--- src/design/int_defines.svh ---
// Word and counter widths shared by the divider and its package
// DIV_CNT_WIDTH must be able to hold INTEGER_WIDTH-1
`ifndef INT_DEFINES_SVH
`define INT_DEFINES_SVH

// Data word width, 4 bits or more
`define INTEGER_WIDTH 16

// Core bit counter width
`define DIV_CNT_WIDTH 5

`endif

--- src/design/int_pkg.sv ---
// Data type and enums for the signed divide unit
// int_t follows INTEGER_WIDTH from the defines header
`include "int_defines.svh"

package int_pkg;

    // Signed datapath word
    typedef logic signed [`INTEGER_WIDTH-1:0] int_t;

    // Request opcode
    typedef enum logic {
        DIV_OP_QUOT = 1'b0,
        DIV_OP_REM  = 1'b1
    } div_op_e;

    // Iterative core states
    typedef enum logic [1:0] {
        DIV_IDLE = 2'd0,
        DIV_RUN  = 2'd1,
        DIV_DONE = 2'd2
    } div_state_e;

endpackage

--- src/design/div_if.sv ---
// Stage-to-stage links of the divider, valid/ready handshake
// Source holds its payload and valid until the transfer
`timescale 1ns/1ps
`include "int_defines.svh"

// Prepared operands, sign prep to core
interface div_operand_if;
    import int_pkg::*;

    logic                      valid;
    logic                      ready;
    div_op_e                   op;
    logic [`INTEGER_WIDTH-1:0] abs_num;
    logic [`INTEGER_WIDTH-1:0] abs_den;
    logic                      neg_quot;
    logic                      neg_rem;
    logic                      div_zero;

    modport source (
        output valid, op, abs_num, abs_den, neg_quot, neg_rem, div_zero,
        input  ready
    );

    modport sink (
        input  valid, op, abs_num, abs_den, neg_quot, neg_rem, div_zero,
        output ready
    );
endinterface

// Magnitude results, core to result stage
interface div_magnitude_if;
    import int_pkg::*;

    logic                      valid;
    logic                      ready;
    div_op_e                   op;
    logic [`INTEGER_WIDTH-1:0] mag_quot;
    logic [`INTEGER_WIDTH-1:0] mag_rem;
    logic                      neg_quot;
    logic                      neg_rem;
    logic                      div_zero;

    modport source (
        output valid, op, mag_quot, mag_rem, neg_quot, neg_rem, div_zero,
        input  ready
    );

    modport sink (
        input  valid, op, mag_quot, mag_rem, neg_quot, neg_rem, div_zero,
        output ready
    );
endinterface

--- src/design/div_core.sv ---
// Non-restoring magnitude divider, one quotient bit per cycle
// Busy for INTEGER_WIDTH run cycles plus one correction cycle per request
// Divide by zero skips the run and returns the numerator as remainder
`timescale 1ns/1ps
`include "int_defines.svh"

module div_core (
    input  logic            clk,
    input  logic            rst,
    div_operand_if.sink     operand,
    div_magnitude_if.source magnitude
);
    import int_pkg::*;

    localparam int W = `INTEGER_WIDTH;
    localparam logic [`DIV_CNT_WIDTH-1:0] CNT_LAST = `DIV_CNT_WIDTH'(W - 1);

    div_state_e state;

    logic [`DIV_CNT_WIDTH-1:0] cnt;
    logic                      load;
    logic                      take;

    // Dividend shifts out MSB first, divisor stays put
    logic [W-1:0] divd;
    logic [W-1:0] divs;
    logic [W-1:0] quot;

    // Partial remainder with one extra sign bit
    logic [W:0] rem;
    logic [W:0] rem_shift;
    logic [W:0] rem_step;

    assign operand.ready = (state == DIV_IDLE);
    assign load          = operand.valid && operand.ready;
    assign take          = magnitude.valid && magnitude.ready;

    assign magnitude.mag_quot = quot;
    assign magnitude.mag_rem  = rem[W-1:0];

    // One non-restoring step
    always_comb begin
        rem_shift = {rem[W-1:0], divd[W-1]};
        if (rem[W]) begin
            rem_step = rem_shift + {1'b0, divs};
        end else begin
            rem_step = rem_shift - {1'b0, divs};
        end
    end

    always_ff @(posedge clk or posedge rst) begin
        if (rst) begin
            state           <= DIV_IDLE;
            cnt             <= '0;
            magnitude.valid <= 1'b0;
        end else begin
            case (state)
                DIV_IDLE: begin
                    if (load) begin
                        cnt   <= CNT_LAST;
                        state <= operand.div_zero ? DIV_DONE : DIV_RUN;
                    end
                end
                DIV_RUN: begin
                    if (cnt == '0) begin
                        state <= DIV_DONE;
                    end else begin
                        cnt <= cnt - 1'b1;
                    end
                end
                DIV_DONE: begin
                    // First cycle corrects, then valid holds until taken
                    if (take) begin
                        magnitude.valid <= 1'b0;
                        state           <= DIV_IDLE;
                    end else begin
                        magnitude.valid <= 1'b1;
                    end
                end
                default: state <= DIV_IDLE;
            endcase
        end
    end

    always_ff @(posedge clk) begin
        case (state)
            DIV_IDLE: begin
                if (load) begin
                    divd <= operand.abs_num;
                    divs <= operand.abs_den;
                    // Zero divisor keeps the numerator as remainder
                    rem  <= operand.div_zero ? {1'b0, operand.abs_num} : '0;
                    magnitude.op       <= operand.op;
                    magnitude.neg_quot <= operand.neg_quot;
                    magnitude.neg_rem  <= operand.neg_rem;
                    magnitude.div_zero <= operand.div_zero;
                end
            end
            DIV_RUN: begin
                divd <= divd << 1;
                rem  <= rem_step;
                quot <= {quot[W-2:0], ~rem_step[W]};
            end
            DIV_DONE: begin
                // Add the divisor back once if the remainder ended negative
                if (!magnitude.valid && rem[W]) begin
                    rem <= rem + {1'b0, divs};
                end
            end
            default: ;
        endcase
    end

endmodule

--- src/design/div_result_stage.sv ---
// Output slice: picks quotient or remainder and restores its sign
// Quotient of a divide by zero reads as 0
`timescale 1ns/1ps
`include "int_defines.svh"

module div_result_stage (
    input  logic          clk,
    input  logic          rst,
    input  logic          out_ready,
    output logic          out_valid,
    output int_pkg::int_t out_result,
    output logic          out_div_zero,
    div_magnitude_if.sink magnitude
);
    import int_pkg::*;

    localparam int W = `INTEGER_WIDTH;

    logic         take;
    logic [W-1:0] sel_mag;
    logic         sel_neg;

    assign magnitude.ready = !out_valid || out_ready;
    assign take            = magnitude.valid && magnitude.ready;

    always_comb begin
        if (magnitude.op == DIV_OP_REM) begin
            sel_mag = magnitude.mag_rem;
            sel_neg = magnitude.neg_rem;
        end else begin
            sel_mag = magnitude.div_zero ? '0 : magnitude.mag_quot;
            sel_neg = magnitude.neg_quot;
        end
    end

    always_ff @(posedge clk or posedge rst) begin
        if (rst) begin
            out_valid <= 1'b0;
        end else if (take) begin
            out_valid <= 1'b1;
        end else if (out_ready) begin
            out_valid <= 1'b0;
        end
    end

    // Negating 2**(W-1) wraps back to the most negative value
    always_ff @(posedge clk) begin
        if (take) begin
            if (sel_neg) begin
                out_result <= int_t'(~sel_mag + 1'b1);
            end else begin
                out_result <= int_t'(sel_mag);
            end
            out_div_zero <= magnitude.div_zero;
        end
    end

endmodule

--- src/design/div_sign_prep.sv ---
// Input slice: splits each operand into sign and magnitude
// Magnitude of the most negative value is 2**(W-1), held unsigned
`timescale 1ns/1ps
`include "int_defines.svh"

module div_sign_prep (
    input  logic              clk,
    input  logic              rst,
    input  logic              in_valid,
    input  int_pkg::div_op_e  in_op,
    input  int_pkg::int_t     in_numerator,
    input  int_pkg::int_t     in_denominator,
    output logic              in_ready,
    div_operand_if.source     operand
);
    import int_pkg::*;

    localparam int W = `INTEGER_WIDTH;

    logic         take;
    logic         num_sign;
    logic         den_sign;
    logic [W-1:0] num_mag;
    logic [W-1:0] den_mag;

    // Free slot, or the held request leaves this cycle
    assign in_ready = !operand.valid || operand.ready;
    assign take     = in_valid && in_ready;

    assign num_sign = in_numerator[W-1];
    assign den_sign = in_denominator[W-1];

    // Two's-complement magnitudes
    always_comb begin
        num_mag = num_sign ? (~in_numerator + 1'b1) : in_numerator;
        den_mag = den_sign ? (~in_denominator + 1'b1) : in_denominator;
    end

    always_ff @(posedge clk or posedge rst) begin
        if (rst) begin
            operand.valid <= 1'b0;
        end else if (take) begin
            operand.valid <= 1'b1;
        end else if (operand.ready) begin
            operand.valid <= 1'b0;
        end
    end

    always_ff @(posedge clk) begin
        if (take) begin
            operand.op       <= in_op;
            operand.abs_num  <= num_mag;
            operand.abs_den  <= den_mag;
            operand.neg_quot <= num_sign ^ den_sign;
            // Remainder follows the numerator
            operand.neg_rem  <= num_sign;
            operand.div_zero <= (in_denominator == '0);
        end
    end

endmodule

--- src/design/int_divider.sv ---
// Signed divide unit, quotient or remainder per request, valid/ready on both sides
// Truncates toward zero, remainder takes the numerator sign
// Unloaded latency is INTEGER_WIDTH+3 cycles, 3 for a zero divisor
`timescale 1ns/1ps

module int_divider (
    input  logic             clk,
    input  logic             rst,

    // Request side
    input  logic             in_valid,
    input  int_pkg::div_op_e in_op,
    input  int_pkg::int_t    in_numerator,
    input  int_pkg::int_t    in_denominator,
    output logic             in_ready,

    // Result side
    input  logic             out_ready,
    output logic             out_valid,
    output int_pkg::int_t    out_result,
    output logic             out_div_zero
);

    // Links between the three slices
    div_operand_if   operand_bus ();
    div_magnitude_if magnitude_bus ();

    // Sign and magnitude split
    div_sign_prep i_sign_prep (
        .clk            (clk),
        .rst            (rst),
        .in_valid       (in_valid),
        .in_op          (in_op),
        .in_numerator   (in_numerator),
        .in_denominator (in_denominator),
        .in_ready       (in_ready),
        .operand        (operand_bus.source)
    );

    // Iterative magnitude division
    div_core i_core (
        .clk       (clk),
        .rst       (rst),
        .operand   (operand_bus.sink),
        .magnitude (magnitude_bus.source)
    );

    // Result select and sign restore
    div_result_stage i_result_stage (
        .clk          (clk),
        .rst          (rst),
        .out_ready    (out_ready),
        .out_valid    (out_valid),
        .out_result   (out_result),
        .out_div_zero (out_div_zero),
        .magnitude    (magnitude_bus.sink)
    );

endmodule

--- config.mk ---
export PLATFORM = sky130hd
export DESIGN_NAME = int_divider
export DESIGN_NICKNAME = d
export VERILOG_FILES = /design/src/design/int_pkg.sv /design/src/design/div_if.sv /design/src/design/div_core.sv /design/src/design/div_result_stage.sv /design/src/design/div_sign_prep.sv /design/src/design/int_divider.sv
export VERILOG_INCLUDE_DIRS = /design/src /design/src/design
export SDC_FILE = /design/constraint.sdc
export NUM_CORES = 1
export LEC_CHECK = 0
export BUFFER_PORTS_ARGS = -buffer_cell sky130_fd_sc_hd__buf_2
export CAP_MARGIN = 20
export CORE_MARGIN = 2
export CORE_UTILIZATION = 45
export CTS_BUF_LIST = sky130_fd_sc_hd__clkbuf_4
export DETAILED_ROUTE_END_ITERATION = 16
export GPL_TIMING_DRIVEN = 0
export HOLD_SLACK_MARGIN = 0.15
export SETUP_SLACK_MARGIN = 0.2
export SYNTH_ARGS = -nofsm -noshare
export SYNTH_HDL_FRONTEND = slang
export SYNTH_HIERARCHICAL = 1
export SYNTH_SLANG_ARGS = --single-unit
--- constraint.sdc ---
create_clock -name clk -period 7.9 [get_ports clk]
set_input_delay 1.58 -clock clk [delete_from_list [all_inputs] [get_ports clk]]
set_output_delay 1.58 -clock clk [all_outputs]
set_load 0.005 [all_outputs]
; After elaboration in Yosys (flattened, before gate mapping)
; Cells that the tools add are included.
[classes]
n_eq_ne = 7
order_cmp = 0
n_div = 0
n_bitwise = 5
mux = 26
shifts = 0
n_reduce_logical = 21
multipliers = 0
addsub = 7
[ops]
columns = operator, n
row1 = 16-bit two-way mux, 5
row2 = 17-bit two-way mux, 3
row3 = 17-bit case mux with 3 select lines, 1
row4 = "16-bit by 1-bit adder with 16-bit output, second input constant", 3
row5 = 16-bit inverter, 3
row6 = 17-bit by 16-bit adder with 17-bit output, 2
row7 = 16-bit case mux with 2 select lines, 1
row8 = 15-bit two-way mux, 2
row9 = 17-bit by 16-bit subtractor with 17-bit output, 1
row10 = 16-bit zero test, 1
row11 = 5-bit two-way mux, 2
row12 = 5-bit case mux with 2 select lines, 1
row13 = 3-bit AND reduction, 3
row14 = 2-bit two-way mux, 4
row15 = 1-bit two-way mux, 6
row16 = "2-bit by 1-bit inequality test with 1-bit output, second input constant", 3
row17 = 2-bit case mux with 3 select lines, 1
row18 = 2-bit nonzero test, 3
row19 = 5-bit zero test, 1
row20 = "5-bit by 1-bit subtractor with 5-bit output, second input constant", 1
row21 = 1-bit logical AND, 4
row22 = "2-bit inequality test, second input constant", 2
row23 = 2-bit AND reduction, 2
row24 = 1-bit zero test, 3
row25 = 7 further kinds, 8
[word_totals]
word_cells = 89
mem_bits_ro = 0
mem_bits_rw = 0
memories = 0
ff_bits = 132
latch_bits = 0
out_inout_bits = 19
inputBits = 37

; Longest topological paths before layout
[logic_depth]
depth_word = 5
depth_mapped = 14
depth_no_buf = 14

; Hierarchy
; The synthesis kept the hierarchy.
[modules_own_cells]
columns = mod, cells_each, n_inst, seq_area_each_um2, area_each_um2
row1 = div_core, 453, 1, 2272.2, 4961.0
row2 = div_sign_prep, 132, 1, 1106.1, 1814.2
row3 = div_result_stage, 108, 1, 535.5, 1141.1

; Worst setup path after synthesis
; Ideal clock, no wire load.
[synth_path]
kind = reg-to-reg
startpoint = reg i_core.divs[1]
endpoint = reg i_core.rem[14] (data pin)
required_time_ns = 7.629
arrival_time_ns = 3.013
setup_ns = 0.271
path_stages_with_launch = 11
path_buffers = 0
synth_period_minus_slack_ns = 3.284
slack_ns = 4.616
path_cell_list = edfxtp_1 -> or4_1 -> o41ai_1 -> xnor2_1 -> ha_1 -> or4_4 -> o22ai_2 -> o21ai_2 -> a311oi_2 -> xor2_1 -> o221ai_1
[synth_between]
elab_chain_len = 3
elab_cells_between_ends = 6
cone_classes = 3 x add/sub / 3 x mux
[synth_lines]
columns = item, line_no
row1 = start: declaration, div_core.sv:26  ; logic [W-1:0] divs;
row2 = start signal: assignment, div_core.sv:90  ; divs <= operand.abs_den;
row3 = 17-bit by 16-bit adder with 17-bit output (tied with other cells), div_core.sv:107  ; rem <= rem + {1'b0, divs};
row4 = 17-bit two-way mux (on tied branches), "div_core.sv:106, div_core.sv:44"
row5 = 17-bit case mux with 3 select lines (*), div_core.sv:86  ; case (state)
row6 = end signal: assignment, div_core.sv:92  ; rem <= operand.div_zero ? {1'b0, operand.abs_num} : '0;
row7 = end signal: assignment, div_core.sv:101  ; rem <= rem_step;
row8 = end signal: assignment, div_core.sv:107
row9 = end: declaration, div_core.sv:30  ; logic [W:0] rem;
; Every way passes the cells marked *; elsewhere a longest branch is shown, timed or not. The select of a mux whose other input is x is not followed.
; A chain may end at the register's enable or synchronous reset.

; Final worst setup path
; Ends and elaborated chain as after synthesis.

==> impl_metrics.py <==
metrics = {
    "timing": {
        "report.final.slew_viol_count": 0,
        "fin_crit_sh": 0.483,
        "slew_headroom": 0.291,
        "timing.setup.tns_ns": 0,
        "clock-skew-final_ns": 0.0221,
        "unrepaired_setup_endpoints_after_global_routing": "no",
        "final-hold-violation-count": 0,
        "fin_hold_ws_ns": 0.433,
        "finalSetupViolations": 0,
        "timing.final.crit_period_ns": 3.81,
        "fmaxAchievable_ghz": 0.262,
        "max_slew.worst_pin.slew_ns": 1.06,
    },
    "placed_design": {
        "placement.io_buffers": 54,
        "detailedPlacementHpwl_mm": 13.6,
        "globalplace.congestion": 0.836,
    },
    "route": {
        "via_density_per_instance": 5.58,
        "initial_drc_count": 300,
        "detail_route.wirelength_mm": 17.4,
        "detailedRoute.firstPassIterationCount": 5,
        "drc": 0,
        "antenna_left": 0,
        "routed_length_per_instance_microns": 17.3,
        "route.vias.total": 5607,
    },
    "cts": {
        "clk_pin_slew_worst_paths_ns": 0.13,
        "postCtsSetupBuffers": 0,
        "cts_tree": "yes",
        "insertion_delay_ns": 0.55,
        "hold_buffers": 0,
        "clock_tree.root_cell": "clkbuf_4",
        "htree_num_levels": 4,
        "clock_path_buffers": 2,
        "cts_repair_resize_count": 0,
        "cts_buffers": 17,
        "clock_sink_count": 132,
    },
    "die": {
        "floorplan.die.height_microns": 137,
        "die_area_sq_um": 18700,
        "fp_rows": 48,
        "initial_standard_cell_utilization_of_the_core": 0.459,
        "placeableCoreArea_sq_um": 17200,
        "dieWidth_microns": 137,
        "number_of_i_o_pins": 56,
    },
    "power_and_ir_drop": {
        "power.internal_w": 0.00232,
        "share_seq_of_total_power": 0.327,
        "power.leakage_nw": 3.27,
        "sw_ratio": 0.440,
        "ir_drop_v": 0.000147,
        "power_density_nw_per_um2": 475,
        "power_frac_clock": 0.106,
        "total_switching_power_w": 0.00183,
        "comb_power_share": 0.568,
    },
    "yosys": {
        "yosys_register_bits": 132,
        "avgSynthCellArea_sq_um": 11.4,
        "synth_area_sq_um": 7920,
        "async_flop_share": 0.0758,
        "yosys.cell_types.count": 75,
        "synth_nets": 773,
        "ranking_of_synthesized_cells_by_instance_count": "edfxtp_1 (122), xnor2_1 (60), nor2_1 (45)",
        "synth_area_leader_cell": "edfxtp_1",
        "synth-seq-area-share": 0.494,
        "netlist_top_cells_area": "edfxtp_1 (46%), xnor2_1 (6.6%), ha_1 (6.5%)",
        "synth.top_cell.area_share": 0.463,
        "synth_warnings": 6,
        "synth_flop_cell": "edfxtp_1",
        "cell_count_after_synthesis": 693,
        "synth.most_common_cell": "edfxtp_1",
        "number_of_enable_type_register_cells_in_the_synthesized_netlist": 122,
    },
    "worst_hold_path": {
        "worstHoldPathType": "reg -> reg",
    },
    "cells_and_area": {
        "multiInputGateArea_sq_um": 3660,
        "ff_latch_area_sq_um": 3910,
        "drive_above_1_share": 0.182,
        "fillers": 1567,
        "area_delta_synth_final_pct": 10.5,
        "final_net_count": 846,
    },
    "flow_run": {
        "cap_viol_max_count": 0,
    },
    "setup_path": {
        "highest_net_fanout_along_the_worst_path": 6,
        "critPathArrivalTime_ns": 4.10,
        "startpoint_types": "flip-flop",
        "timing.critical_path.required_ns": 8.19,
        "crit_type": "reg -> reg",
        "end_kind": "flip-flop",
    },
    "global_route": {
        "grt_antenna_before_repair": 1,
        "grt_max_degree": 37,
        "grt_pass1_vias": 5417,
        "grt.total_usage": 0.195,
        "grt_first_pass_wirelength_mm": 27.7,
        "congestion_overflow_gr": 0,
    },
    "outcome": {
        "run_status": "finished, final reports clean",
    },
}
power by group through the flow:
| stage | Clock (W) | Sequential, W | Combinational, W |
|---|---|---|---|
| 2_1_floorplan | 0 | 0.00129 | 0.00182 |
| 3_3_place_gp | 0 | 0.00137 | 0.00226 |
| 3_5_place_dp | 0 | 0.00137 | 0.00232 |
| 4_1_cts | 0.000454 | 0.00136 | 0.00234 |
| 5_1_grt | 0.000484 | 0.00139 | 0.00260 |
| 6_report | 0.000438 | 0.00136 | 0.00236 |
per-stage QoR:
stage	instances	instance area [sq um]	total power [W]	setup WS [ns]	util
6_report	1005	8750	0.00415	4.09	0.507
5_1_grt	1005	8750	0.00447	3.91	0.507
4_1_cts	1004	8740	0.00415	4.12	0.507
3_5_place_dp	972	8470	0.00370	4.15	0.492
3_3_place_gp	972	8470	0.00363	4.19	0.491
2_1_floorplan	693	7920	0.00311	4.62	-
final timing paths:
| kind | depth (start not counted) | slack, ns | start | to |
|---|---|---|---|---|
| setup / recovery | 10 | 4.09 | i_core/divs[1] | i_core/rem[14] |
| hold / removal | 0 | 0.43 | i_sign_prep/operand.abs_den[9] | i_core/divs[9] |
| setup reg to reg | 10 | 4.09 | i_core/divs[1] | i_core/rem[14] |
| hold reg to reg | 0 | 0.43 | i_sign_prep/operand.abs_den[9] | i_core/divs[9] |
| max in group asynchronous | 2 | 6.67 | rst | i_core/cnt[1] |
| min in group asynchronous | 2 | 0.87 | rst | i_result_stage/out_valid |
kinds of logic after synthesis:
kind of cell	count (synthesis)	share of synthesized area
compound gates	189	0.164
flops	132	0.494
simple gates	156	0.104
mux	21	0.0296
xor+xnor	85	0.0940
fa+ha+maj	43	0.0699
buf+inv	67	0.0439
layer usage:
metal / vias up / track usage / wire, microns
met3: 24 / 0.0374 / 650
li1: 2754 / - / -
met4: 0 / 0.0816 / 393
met1: 2697 / 0.246 / 7970
met2: 132 / 0.328 / 8430
met5: - / 0 / 0
flip-flops by register name, indices dropped and copies added, names as in the netlist:
| name | count |
|---|---|
| i_sign_prep/operand.abs_num | 16 |
| i_sign_prep/operand.div_zero | 1 |
| i_sign_prep/operand.abs_den | 16 |
| i_core/magnitude.op | 1 |
| i_result_stage/out_valid | 1 |
| i_core/magnitude.neg_quot | 1 |
| i_core/magnitude.valid | 1 |
| i_sign_prep/operand.neg_rem | 1 |
| i_core/magnitude.neg_rem | 1 |
| i_core/cnt | 5 |
| i_result_stage/out_result | 16 |
| i_sign_prep/operand.neg_quot | 1 |
| i_core/divs | 16 |
| i_result_stage/out_div_zero | 1 |
| i_core/magnitude.mag_quot | 16 |
| i_sign_prep/operand.op | 1 |
| i_core/rem | 17 |
| i_core/state | 2 |
| i_core/divd | 16 |
| i_core/magnitude.div_zero | 1 |
| i_sign_prep/operand.valid | 1 |
worst max-delay path: stages, from the launching register on:
cell	delay, ns
edfxtp_1	0.54
or4_1	0.62
o41ai_1	0.35
xnor2_1	0.14
ha_1	0.27
or4_4	0.54
o22ai_2	0.26
o21ai_2	0.13
a311oi_2	0.29
xor2_1	0.25
o221ai_1	0.15
layout make-up:
type                            count  area share
Multi-Input combinational cell    494       0.418
Clock inverter                     15      0.0166
Sequential cell                   132       0.447
Buffer                             39      0.0277
Timing Repair Buffer               54      0.0309
Inverter                           28      0.0120
Tap cell                          225      0.0322
Antenna cell                        1    0.000286
Clock buffer                       17      0.0146
cells in the final DEF (no fill, tap or decap), drive strengths merged, types with 5 or more instances in the layout:
master,n
mux2i,5
a21oi,42
clkbuf,27
mux2,16
a21o,10
o21ai,48
ha,41
a22oi,16
a31oi,11
or4,9
dfrtp,10
a211oi,5
o221ai,6
or3,5
nor4,5
edfxtp,122
buf,83
o31ai,12
nor3,8
nand2b,11
nor2,45
o41ai,10
o22ai,5
nand2,35
nor2b,7
nand3,9
xor2,25
inv,36
and3,5
xnor2,60
No activity file was read; power rests on OpenSTA's default activity.
